==> src/rtl/vision_pkg.sv <==
//====================================================================
// Vision package
// Pixel widths, stream constants and shared types of the camera
// video path
//====================================================================
package vision_pkg;

  //==================================================================
  // Data widths
  //==================================================================
  typedef logic [11:0] raw_pix_t;  // Raw Bayer sample from the sensor
  typedef logic [11:0] chan_t;     // One RGB colour channel
  typedef logic [7:0]  byte_pix_t; // Gray, threshold or mask byte
  typedef logic [11:0] coord_t;    // Column or row index
  typedef logic [31:0] count_t;    // Frame counter and rate value

  //==================================================================
  // Stream constants
  //==================================================================
  // Widest raw line the Bayer line buffer can hold
  localparam int MAX_LINE_W = 2048;
  localparam int LINE_AW    = $clog2(MAX_LINE_W); // Line buffer address bits

  // Frame ends to skip after reset before the stream opens
  localparam int SYNC_FRAMES = 2;

  // Mask byte values
  localparam byte_pix_t MASK_ON  = 8'd255;
  localparam byte_pix_t MASK_OFF = 8'd0;

  // One second of CLOCK_50
  localparam int unsigned DEF_RATE_WINDOW = 50_000_000;

  //==================================================================
  // FSM encodings
  //==================================================================
  // Frame synchronizer states
  typedef enum logic [1:0] {
    SYNC_WAIT, // Counting frame ends
    SYNC_ARM,  // Count reached, waiting for blanking
    SYNC_OPEN  // Pixels pass until reset
  } sync_state_t;

endpackage

==> src/rtl/camera_capture.sv <==
//====================================================================
// Camera capture
// Samples the sensor pins, admits whole frames while capture is
// enabled and tracks column, row and captured frame count
//====================================================================
module camera_capture import vision_pkg::*; (
  input  logic     CLOCK_50,
  input  logic     rst,
  input  raw_pix_t cam_data,
  input  logic     cam_fval,
  input  logic     cam_lval,
  input  logic     capture_en,
  output raw_pix_t raw_data,
  output logic     raw_valid,
  output coord_t   col,
  output coord_t   row,
  output logic     frame_valid,
  output count_t   frame_count
);

  raw_pix_t data_q;      // Pin register stage
  logic     fval_q;
  logic     lval_q;
  logic     fval_d;      // Previous registered frame-valid
  logic     lval_d;      // Previous registered line-valid
  logic     cap_active;  // Current frame is being captured
  logic     cap_now;
  logic     fval_rise;
  coord_t   x_cnt;       // Column of the next sample
  coord_t   y_cnt;       // Row of the current line

  //==================================================================
  // Pin registers
  //==================================================================
  always_ff @(posedge CLOCK_50) begin
    data_q <= cam_data; // Payload, no reset
    if (rst) begin
      fval_q <= 1'b0;
      lval_q <= 1'b0;
      fval_d <= 1'b0;
      lval_d <= 1'b0;
    end else begin
      fval_q <= cam_fval;
      lval_q <= cam_lval;
      fval_d <= fval_q;
      lval_d <= lval_q;
    end
  end

  // Capture decision taken only on the frame start
  assign fval_rise = fval_q & ~fval_d;
  assign cap_now   = fval_q & (fval_rise ? capture_en : cap_active);

  //==================================================================
  // Gated stream and counters
  //==================================================================
  always_ff @(posedge CLOCK_50) begin
    raw_data <= data_q;
    if (rst) begin
      cap_active  <= 1'b0;
      raw_valid   <= 1'b0;
      frame_valid <= 1'b0;
      frame_count <= '0;
      x_cnt       <= '0;
      y_cnt       <= '0;
      col         <= '0;
      row         <= '0;
    end else begin
      cap_active  <= cap_now;
      frame_valid <= cap_now;
      raw_valid   <= cap_now & lval_q;
      if (cap_active && !cap_now)
        frame_count <= frame_count + 1'b1; // Captured frame ended
      if (!cap_now) begin              // Outside a captured frame
        x_cnt <= '0;
        y_cnt <= '0;
      end else if (lval_q) begin       // Active sample
        col   <= x_cnt;
        row   <= y_cnt;
        x_cnt <= x_cnt + 1'b1;
      end else if (lval_d) begin       // Line just ended
        x_cnt <= '0;
        y_cnt <= y_cnt + 1'b1;
      end
    end
  end

endmodule

==> config.mk <==
export PLATFORM = sky130hd
export DESIGN_NAME = camera_capture
export DESIGN_NICKNAME = d
export VERILOG_FILES = /design/src/rtl/vision_pkg.sv /design/src/rtl/camera_capture.sv
export SDC_FILE = /design/constraint.sdc
export NUM_CORES = 1
export LEC_CHECK = 0
export BUFFER_PORTS_ARGS = -buffer_cell sky130_fd_sc_hd__buf_2
export CAP_MARGIN = 0
export CORE_UTILIZATION = 58
export CTS_CLUSTER_SIZE = 16
export DETAILED_ROUTE_END_ITERATION = 10
export GPL_TIMING_DRIVEN = 0
export PLACE_DENSITY = 0.84
export SETUP_SLACK_MARGIN = 0.05
export SYNTH_ARGS = -nofsm -noshare
export SYNTH_HDL_FRONTEND = slang
export SYNTH_SLANG_ARGS = --single-unit
==> constraint.sdc <==
create_clock -name CLOCK_50 -period 6.35 [get_ports CLOCK_50]
set_clock_uncertainty 0.1 [all_clocks]
set_input_delay 1.27 -clock CLOCK_50 [delete_from_list [all_inputs] [get_ports CLOCK_50]]
set_output_delay 1.27 -clock CLOCK_50 [all_outputs]
set_load 0.01 [all_outputs]
==> summary.md, run 1 <==
| Metric | Value |
|---|---|
| Peak supply drop | 0.176 mV |
| Syn Std Cell Area | between 4000 and 5000 um^2 |
| Placed Instance Area | around 4700 um^2 |
| Internal power | 0.000866 W |
| CTS Root Cell | clkbuf_8 |
| Post-synth EDFFs | 0 |
| Mapped Avg Cell Area | a little over 9 um^2 |
| Worst R2R Start | frame_count[1] |
| Reg clk slew, reported paths | approximately 0.11 ns |
| Initial antenna violation count | 0 |
| Final Net Count | roughly 580 |
| Tmin final | 2.78 ns |
| Setup TNS | 0 ns |
| Die height | ~87 um |
| Reg2reg end | frame_count[30] |
| GRT busiest layer | met2 |
| Core Util, Final | between 70% and 80% |
| Top FF cell, synth | dfxtp_1 |
| Sequential Power Share | between 60% and 70% |
| Flop-to-flop setup slack | 4.12 ns |
| Postcts setup bufs | 0 |
| Final Instance Area | 4890 um^2 |
| DRT Pass-1 Iters | 5 |
| Yosys warnings | 0 |
| CTS sink count | 110 |
| Top cells by area, synth | dfxtp_1 53%, a21oi_1 6.6%, nand2_1 6.2%, or4_1 3.1%, nand3_1 3.0% |
| Min-Delay Path Class | flip-flop to flip-flop |
| CP arrival | around 3.0 ns |
| RSZ-0062 raised after global routing | false |
| CP startpoint kind | input pin |
| Outcome | finished, final reports clean |
| TritonCTS Buffers | 9 |
| Commonest non-fill, non-tap cell in the layout | dfxtp_1 |
| Met1 usage | between 30% and 40% |
| Synthesis-to-layout area growth | 18.1% |
| Final period utilization | 43.8% |
| Wirelength per Cell | 14.4 um |
| Share of cells above drive strength 1 | a little over 20% |
| Largest net degree at the start of global routing | 22 |
| FF+latch count, synth | 110 |
| Hold Path Depth | 0 |
| Starting Density | 60.7% |
| P_leak | 1.86 nW |
| Critical path class | input pin to flip-flop |
| FF-to-FF path depth | 6 |
| Met2 Use GR | 46.5% |
| Critical path data required time | 6.54 ns |
| Slew HR | 61.4% |
| PD cells | 235 nW/um^2 |
| Highest-count cells in the layout ignoring fill and taps | 110 x dfxtp_1, 89 x buf_2, 68 x nand2_1, 55 x a21oi_1, 26 x nor2_1 |
| Mapped Cells | 458 |
| TritonCTS clock tree | built |
| Sequential share of the synthesized area | 53.1% |
| Fmax | 359 MHz |
| Vias after detailed routing | 3,779 |
| Worst Hold Launch | data_q[0] |
| Port-buffer cells | between 80 and 90 |
| FFs w/ async S/R, synth | 0% |
| Core box area | a little under 7000 um^2 |
| Global-route wire length before repair | 15.2 mm |
| Max Root-Sink Buffers | 2 |
| Vias per inst | 5.76 |
| Worst-skew pair later-pin latency | ~0.38 ns |
| Critical Path End Type | flip-flop |
| Layout fillers | 550 |
| P_sw | between 0.0002 and 0.0003 W |
| Power Total | 0.00115 W |
| Synth area leader | dfxtp_1 |
| Met3 Usage GRT | 3.81% |
| # setup viols final | 0 |
| DIE WIDTH | 86.5 um |
| Gate power share | 2.8% |
| Hold_buf cts | 0 |
| Wirelength, routed | 9.47 mm |
| Vias in the first global route | around 3,300 |
| DRC viols | 0 |
| Slew Viols, Final | 0 |
| Library cells used by synthesis | 34 |
| Std-Cell Rows | 30 |
| CP max FO | 10 |
| Post-CTS Resized | 0 |
| MaxCap Viol Count | 0 |
| H-tree lvl count | 3 |
| Final Wtd Congestion | 0.859 |
| DIE AREA | 7490 um^2 |
| Dpl hpwl | 6.78 mm |
| Register area | 2200 um^2 |
| Clock Power Share | 36.1% |
| Global-route usage over all layers | 26.0% |
| Detailed Route Iter0 Violations | 208 |
| Grt ovf | 0 |
| Antenna Cells | 0 |
| Area of the multi-input gates | 1820 um^2 |
| Post-Syn Nets | 478 |
| Post-route ant nets | 0 |
| Top-area cell type share of the netlist area | 53.1% |
| Final Hold Fails | 0 |
| Hold Path End | raw_data[0] |
| I/O pin count | 87 |
| Net switching fraction of the power | 24.7% |
| Least-Margin Pin Slew | about 0.58 ns |
==> per-stage QoR <==
stage | setup WS (ns) | std cells | hold slack (ns)
after floorplan | 3.49 | 458 | 0.210
after global placement | 3.24 | 640 | 0.210
after detailed placement | 3.19 | 640 | 0.212
after CTS | 3.61 | 656 | 0.239
after global routing | 3.49 | 656 | 0.244
final | 3.57 | 656 | 0.236
==> cell type report <==
cell class,count,share of cell area (%)
multi-input cells,317,37.2
well taps,96,2.46
clock inverters,7,1.51
plain buffers,23,1.84
repair buffers,86,8.80
inverters,8,0.614
clock buffers,9,2.53
flip-flops and latches,110,45.0
==> how the worst max path moves through the flow <==
stage	from	end	cells after the start
detailed placement	capture_en	frame_count[30]	6
finish	capture_en	frame_count[31]	6
global placement	capture_en	frame_count[28]	6
global route	capture_en	frame_count[31]	6
floorplan	capture_en	frame_count[30]	5
CTS	capture_en	frame_count[30]	6
==> cell usage after synthesis, drive strengths merged, types with 2 or more instances <==
master / count
nor3b: 2
clkbuf: 18
and3: 7
ha: 3
o311ai: 3
nor2b: 10
inv: 8
and4: 7
nand4: 16
xnor2: 9
and2: 3
nor2: 26
nor4: 5
o31ai: 13
mux2: 7
xor2: 11
dfxtp: 110
or3: 8
a21oi: 55
nand2: 68
or4: 17
or2: 3
buf: 5
nand3: 25
o21ai: 8
nor3: 6
==> flip-flops by register name (all words and copies together) (netlist names) <==
| register | cells |
|---|---|
| fval_d | 1 |
| row | 12 |
| cap_active | 1 |
| raw_data | 12 |
| x_cnt | 12 |
| frame_count | 32 |
| lval_d | 1 |
| col | 12 |
| y_cnt | 12 |
| lval_q | 1 |
| fval_q | 1 |
| raw_valid | 1 |
| data_q | 12 |
==> power by group through the flow <==
stage               Clock (W)  Combinational [W]  Sequential, W
floorplan                   0          0.0000142       0.000721
global placement            0          0.0000306       0.000719
detailed placement          0          0.0000317       0.000719
CTS                  0.000418          0.0000319       0.000703
global route         0.000449          0.0000349       0.000704
finish               0.000414          0.0000318       0.000703
==> worst max-delay path, stage by stage <==
cell,delay (ns)
buf_2,0.13
o21ai_4,0.26
nand4_1,0.25
clkbuf_1,0.27
nor4_1,0.41
mux2_2,0.38
==> cells by family (layout without fill, tap and decap cells) <==
family / Yosys count / count (layout) / share of synthesized area, %
AO/OA/AOI/OAI: 81 / 81 / 11.3
XOR/XNOR: 20 / 20 / 4.23
adder cells (fa/ha/maj): 3 / 3 / 0.906
buffers and inverters: 31 / 133 / 2.90
flip-flops: 110 / 110 / 53.1
multiplexers: 7 / 7 / 1.90
AND/OR/NAND/NOR: 206 / 206 / 25.7
==> per-layer routing <==
| layer | up-vias | part of all wire (%) |
|---|---|---|
| met3 | 18 | 4.2 |
| li1 | 1820 | - |
| met5 | - | 0 |
| met4 | 0 | 2.1 |
| met1 | 1824 | 42 |
| met2 | 117 | 52 |
(Power assumes the default switching activity.)
==> run 2: changes to the inputs <==
--- a/config.mk
+++ b/config.mk
@@ -7,11 +7,11 @@
 export LEC_CHECK = 0
 export BUFFER_PORTS_ARGS = -buffer_cell sky130_fd_sc_hd__buf_2
 export CAP_MARGIN = 0
-export CORE_UTILIZATION = 58
+export CORE_UTILIZATION = 54
 export CTS_CLUSTER_SIZE = 16
 export DETAILED_ROUTE_END_ITERATION = 10
 export GPL_TIMING_DRIVEN = 0
-export PLACE_DENSITY = 0.84
+export PLACE_DENSITY = 0.79
 export SETUP_SLACK_MARGIN = 0.05
 export SYNTH_ARGS = -nofsm -noshare
 export SYNTH_HDL_FRONTEND = slang
==> constraint.sdc (replaced) <==
create_clock -name CLOCK_50 -period 2.8 [get_ports CLOCK_50]
set_clock_uncertainty 0.1 [all_clocks]
set_input_delay 0.56 -clock CLOCK_50 [delete_from_list [all_inputs] [get_ports CLOCK_50]]
set_output_delay 0.56 -clock CLOCK_50 [all_outputs]
set_load 0.01 [all_outputs]
==> summary.md, run 2 (synthesis gave the netlist of run 1 again) <==
| Metric | Value |
|---|---|
| Postcts setup bufs | 0 (unchanged) |
| Critical Path End Type | flip-flop |
| FF-to-FF path depth | 6 (unchanged) |
| Max Root-Sink Buffers | 2 (unchanged) |
| Vias after detailed routing | 3,641 (-3.7%) |
| Critical path class | flip-flop to flip-flop |
| Met1 usage | 27.9% (-2.7 points) |
| Final Wtd Congestion | 0.842 (-1.9%) |
| Slew Viols, Final | 0 (unchanged) |
| Net switching fraction of the power | 23.6% (-1.0 points) |
| Max reg flops | 32 (unchanged) |
| H-tree lvl count | 3 (unchanged) |
| Gate power share | 2.8% (about the same) |
| Dpl cells | 643 (+0.47%) |
| Critical path data required time | 2.96 ns (-3.58 ns) |
| Starting Density | 56.5% (-4.1 points) |
| Grt ovf | 0 (unchanged) |
| Final Non-Filler Cells | 659 (+0.46%) |
| Hold Path Depth | 1 (+1) |
| Global-route usage over all layers | 22.7% (-3.3 points) |
| Peak supply drop | 0.285 mV (+62%) |
| Fmax | 451 MHz |
| DIE AREA | 8030 um^2 (+7.2%) |
| DIE WIDTH | 89.6 um (+3.6%) |
| Largest net degree at the start of global routing | 20 (-9.1%) |
| Worst hold slack | 0.188 ns (-0.0485 ns) |
| CP arrival | 2.38 ns (-0.59 ns) |
| Sequential Power Share | 62.4% (+1.2 points) |
| Detailed Route Iter0 Violations | 175 (-16%) |
| Std-Cell Rows | 31 (+3.3%) |
| Highest-count cells in the layout ignoring fill and taps | 110 x dfxtp_1, 89 x buf_2, 68 x nand2_1, 55 x a21oi_1, 26 x nor2_1 |
| Port-buffer cells | 86 (unchanged) |
| Setup TNS | 0 ns (unchanged) |
| RSZ-0062 raised after global routing | false |
| Post-route ant nets | 0 (unchanged) |
| Least-Margin Pin Slew | 0.592 ns (+0.0127 ns) |
| Met3 Usage GRT | 4.02% (+0.21 points) |
| Post-CTS Resized | 0 (unchanged) |
| GRT busiest layer | met2 |
| Clock Power Share | 34.8% (-1.3 points) |
| Wirelength, routed | 9.17 mm (-3.2%) |
| Outcome | finished, final reports clean |
| CTS Root Cell | clkbuf_8 |
| Tmin final | approximately 2.2 ns |
| Met2 Use GR | 39.3% (-7.2 points) |
| CTS sink count | 110 (unchanged) |
| CP startpoint kind | flip-flop |
| Largest Register | frame_count |
| DRT Pass-1 Iters | 4 (-1) |
| MaxCap Viol Count | 0 (unchanged) |
| Die height | 89.6 um (+3.6%) |
| # setup viols final | 0 (unchanged) |
| Final Net Count | 575 (unchanged) |
| Vias per inst | 5.53 (-4.1%) |
| DRC viols | 0 (unchanged) |
| Core box area | 7330 um^2 (+7.3%) |
| Antenna Cells | 0 (unchanged) |
| Share of cells above drive strength 1 | 20.2% (-0.18 points) |
| TritonCTS Buffers | 9 (unchanged) |
| Global-route wire length before repair | 14.0 mm (-7.4%) |
| Hold_buf cts | 0 (unchanged) |
| P_sw | 0.000604 W (+110%) |
| Final period utilization | between 70 and 80% |
| CP max FO | 8 (-2) |
| Min-Delay Path Class | input pin to flip-flop |
| Worst-skew pair later-pin latency | 0.36 ns (-0.02 ns) |
| Final Hold Fails | 0 (unchanged) |
| PD cells | 524 nW/um^2 (+120%) |
| P_leak | 1.84 nW (-0.60%) |
| Vias in the first global route | 3,086 (-7.4%) |
| TritonCTS clock tree | built |
| Synthesis-to-layout area growth | 17.8% |
| Internal power | 0.00195 W (+130%) |
| I/O pin count | 87 (unchanged) |
| Wirelength per Cell | 13.9 um (-3.6%) |
| Reg clk slew, reported paths | 0.11 ns (about the same) |
| Commonest non-fill, non-tap cell in the layout | dfxtp_1 |
| Layout fillers | 615 (+12%) |
| Dpl hpwl | 6.62 mm (-2.2%) |
| Initial antenna violation count | 0 (unchanged) |
| Slew HR | 60.5% (-0.84 points) |
==> run 2: cell types whose count changed in the layout (fill, tap and decap cells not counted) <==
cell | previous run | this run
inv_6 | 2 | 3
clkinv_4 | 2 | 1
clkinv_8 | 1 | 0
clkbuf_1 | 18 | 19
clkinvlp_4 | 0 | 1
inv_8 | 2 | 1
==> run 2: final cells by class <==
cell class,count,area (um^2),area share (%)
Sequential cell,110,2200,45.1
Multi-Input combinational cell,317,1820,37.3
Timing Repair Buffer,86,430,8.82
Clock buffer,10,128,2.62
Tap cell,99,124,2.54
Buffer,23,90.1,1.85
Clock inverter,6,53.8,1.10
Inverter,8,30.0,0.615
==> run 2: layer usage <==
metal  routed length (um)  part of all wire (%)
met2                 4620                    50
met1                 3980                    43
met4                  138                   1.5
met5                    0                     0
met3                  431                   4.7
==> run 2: path summary, 6_finish.rpt <==
kind	slack, ns	end	start
worst min-delay path	0.19	data_q[9]	cam_data[9]
worst max register to register	0.58	frame_count[30]	frame_count[0]
worst min register to register	0.24	raw_data[8]	data_q[8]
worst max-delay path	0.58	frame_count[30]	frame_count[0]
==> run 2: per-stage QoR <==
stage	power, W	area, um^2	util, %	worst slack (ns)
5_1_grt	0.00265	4880	66.6	0.397
6_report	0.00256	4880	66.6	0.585
2_1_floorplan	0.00167	4140	-	0.651
3_5_place_dp	0.00170	4700	64.1	0.363
3_3_place_gp	0.00170	4700	64.1	0.390
4_1_cts	0.00257	4880	66.6	0.548
==> run 2: power by group through the flow <==
stage / clock (W) / sequential [W] / combinational, W
6_report: 0.000890 / 0.00159 / 0.0000717
5_1_grt: 0.000974 / 0.00160 / 0.0000795
4_1_cts: 0.000907 / 0.00159 / 0.0000723
3_5_place_dp: 0 / 0.00163 / 0.0000719
3_3_place_gp: 0 / 0.00163 / 0.0000701
2_1_floorplan: 0 / 0.00163 / 0.0000321
==> run 2: critical path, cell delays in order, from the launching register on <==
cell and delay, ns:
dfxtp_1 0.39, ha_1 0.23, nand4_1 0.10, or4b_1 0.50, buf_2 0.18, nor4_1 0.28
mux2_1 0.35
==> run 3: changes to the inputs <==
--- a/config.mk
+++ b/config.mk
@@ -7,11 +7,11 @@
 export LEC_CHECK = 0
 export BUFFER_PORTS_ARGS = -buffer_cell sky130_fd_sc_hd__buf_2
 export CAP_MARGIN = 0
-export CORE_UTILIZATION = 54
+export CORE_UTILIZATION = 49
 export CTS_CLUSTER_SIZE = 16
 export DETAILED_ROUTE_END_ITERATION = 10
 export GPL_TIMING_DRIVEN = 0
-export PLACE_DENSITY = 0.79
+export PLACE_DENSITY = 0.76
 export SETUP_SLACK_MARGIN = 0.05
 export SYNTH_ARGS = -nofsm -noshare
 export SYNTH_HDL_FRONTEND = slang
==> constraint.sdc (replaced) <==
create_clock -name CLOCK_50 -period 1.9 [get_ports CLOCK_50]
set_clock_uncertainty 0.1 [all_clocks]
set_input_delay 0.38 -clock CLOCK_50 [delete_from_list [all_inputs] [get_ports CLOCK_50]]
set_output_delay 0.38 -clock CLOCK_50 [all_outputs]
set_load 0.01 [all_outputs]
==> summary.md, run 3 (synthesis gave the netlist of run 1 again) <==
| Metric | Value |
|---|---|
| Final Hold Fails | 0 (unchanged) |
| CTS sink count | 110 (unchanged) |
| Critical path class | flip-flop to flip-flop |
| MaxCap Viol Count | 0 (unchanged) |
| Least-Margin Pin Slew | 0.572 ns (-0.0198 ns) |
| Critical Path End Type | flip-flop |
| Vias per inst | 5.54 (+0.20%) |
| Core box area | 8220 um^2 (+12%) |
| Post-route ant nets | 0 (unchanged) |
| TritonCTS Buffers | 9 (unchanged) |
| Commonest non-fill, non-tap cell in the layout | dfxtp_1 |
| Wirelength per Cell | 14.5 um (+4.3%) |
| Global-route wire length before repair | 16.0 mm (+14%) |
| Final Wtd Congestion | 0.841 (-0.17%) |
| Outcome | finished, violations left |
| Failing checks | negative setup slack |
| DRC viols | 0 (unchanged) |
| H-tree lvl count | 3 (unchanged) |
| Slew Viols, Final | 0 (unchanged) |
| CTS Root Cell | clkbuf_8 |
| Global-route usage over all layers | 23.2% (+0.47 points) |
| Final setup margin | -0.0713 ns (-0.656 ns) |
| Final period utilization | 104% (+25 points) |
| # setup viols final | 5 (+5) |
| Port-buffer cells | 86 (unchanged) |
| CP arrival | 2.14 ns (-0.24 ns) |
| CP max FO | 8 (unchanged) |
| Critical path data required time | 2.07 ns (-0.89 ns) |
| Grt ovf | 0 (unchanged) |
| Core Util, Final | 65.7% (-0.84 points) |
| Number of buffers and inverters on the critical path | 1 (unchanged) |
| Synthesis-to-layout area growth | 30.3% |
| Share of cells above drive strength 1 | 32.0% (+12 points) |
| Die height | 94.0 um (+4.9%) |
| Fmax | 507 MHz (+12%) |
| DRT Pass-1 Iters | 5 (+1) |
| Register area | 2240 um^2 (+1.8%) |
| CP delay by family, top | simple AND/OR/NAND/NOR gates |
| Max reg flops | 32 (unchanged) |
| P_leak | 2.13 nW (+15%) |
| Cell Chain, Critical Path | ha_4 > nand4_1 > or4b_4 > buf_8 > nor4_4 > mux2_4 |
| Peak supply drop | 0.377 mV (+32%) |
| Std-Cell Rows | 33 (+6.5%) |
| DIE AREA | 8830 um^2 (+10%) |
| Min-Delay Path Class | input pin to flip-flop |
| Critical path's largest stage delay | 0.53 ns (+0.03 ns) |
| Detailed Route Iter0 Violations | 177 (+1.1%) |
| Worst-skew pair later-pin latency | 0.37 ns (about the same) |
| RSZ-0062 raised after global routing | true |
| Final Non-Filler Cells | 692 (+5.0%) |
| TritonCTS clock tree | built |
| Final Net Count | 602 (+4.7%) |
| Dpl cells | 649 (+0.93%) |
| PD cells | 710 nW/um^2 (+35%) |
| Tmin final | 1.97 ns (-0.244 ns) |
| Wirelength, routed | 10.0 mm (+9.5%) |
| Reg clk slew, reported paths | 0.11 ns (about the same) |
| Max Root-Sink Buffers | 2 (unchanged) |
| Vias in the first global route | 3,518 (+14%) |
| Vias after detailed routing | 3,831 (+5.2%) |
| Setup TNS | -0.250 ns (-0.250 ns) |
| Slowest cell on the critical path | or4b_4 |
| I/O pin count | 87 (unchanged) |
| Highest-count cells in the layout ignoring fill and taps | 89 x dfxtp_1, 88 x buf_2, 68 x nand2_1, 52 x a21oi_1, 26 x nor2_1 |
| Final Instance Area | 5400 um^2 (+11%) |
| CP startpoint kind | flip-flop |
| Dpl hpwl | 6.74 mm (+1.8%) |
| Layout fillers | 680 (+11%) |
| DIE WIDTH | 94.0 um (+4.9%) |
| Area of the multi-input gates | 2000 um^2 (+9.8%) |
| Post-place setup slack | -0.367 ns (-0.730 ns) |
| Starting Density | 50.4% (-6.1 points) |
| Antenna Cells | 0 (unchanged) |
| Largest net degree at the start of global routing | 21 (+5.0%) |
| Placed Instance Area | 4760 um^2 (+1.3%) |
| Slew HR | 61.9% (+1.3 points) |
| Initial antenna violation count | 0 (unchanged) |
| Largest Register | frame_count |
-- run 3: report_power, final --
| part | switching, W | total (W) | internal [W] |
|---|---|---|---|
| sequential | 0.0000135 | 0.00234 | 0.00233 |
| combinational | 0.0000753 | 0.000133 | 0.0000582 |
| clock | 0.000844 | 0.00136 | 0.000511 |
| total | 0.000933 | 0.00383 | 0.00290 |
-- run 3: area by class of cell --
| cell class | count | area share [%] |
|---|---|---|
| clock buffer | 9 | 2.29 |
| timing repair buffer | 114 | 12.4 |
| multi-input combinational | 317 | 37.0 |
| sequential | 110 | 41.5 |
| inverter | 8 | 0.556 |
| clock inverter | 7 | 1.16 |
| tap | 105 | 2.43 |
| buffer | 22 | 2.64 |
-- run 3: repair_timing --
action | in CTS | in global routing
gates resized for setup | 23 | 56
pin swaps | 9 | 10
setup buffers | 7 | 8
hold buffers | 12 | 0
endpoints found under the hold margin | 12 | 0
cloned | 0 | 1
endpoints found under the setup margin | 33 | 52
-- run 3: metrics by stage --
stage          total power (W)  hold slack, ns
2_1_floorplan          0.00246           0.210
3_3_place_gp           0.00250           0.210
3_5_place_dp           0.00251           0.212
4_1_cts                0.00386           0.107
5_1_grt                0.00398           0.120
6_report               0.00383           0.120
-- run 3: path summary, 6_finish.rpt --
check	from	to	slack [ns]	cells past startpoint
min reg2reg	data_q[0]	raw_data[0]	0.24	0
max	frame_count[1]	frame_count[28]	-0.07	6
max reg2reg	frame_count[1]	frame_count[28]	-0.07	6
min	rst	fval_d	0.12	2
-- run 3: worst reg2reg max path, delay by kind of cell (launching register included) --
family / cells / cell delay [ns]
DFF: 1 / 0.38
muxes: 1 / 0.32
adders and majority gates: 1 / 0.14
and+or+nand+nor: 3 / 0.77
buffers and inverters: 1 / 0.16
-- run 3: routing by layer --
layer / wire [um] / vias to the layer above / GRT usage, %
li1: - / 1868 / -
met1: 4310 / 1832 / 27.7
met2: 5140 / 117 / 40.1
met3: 484 / 14 / 5.34
met4: 108 / 0 / 8.72
met5: 0 / - / 0
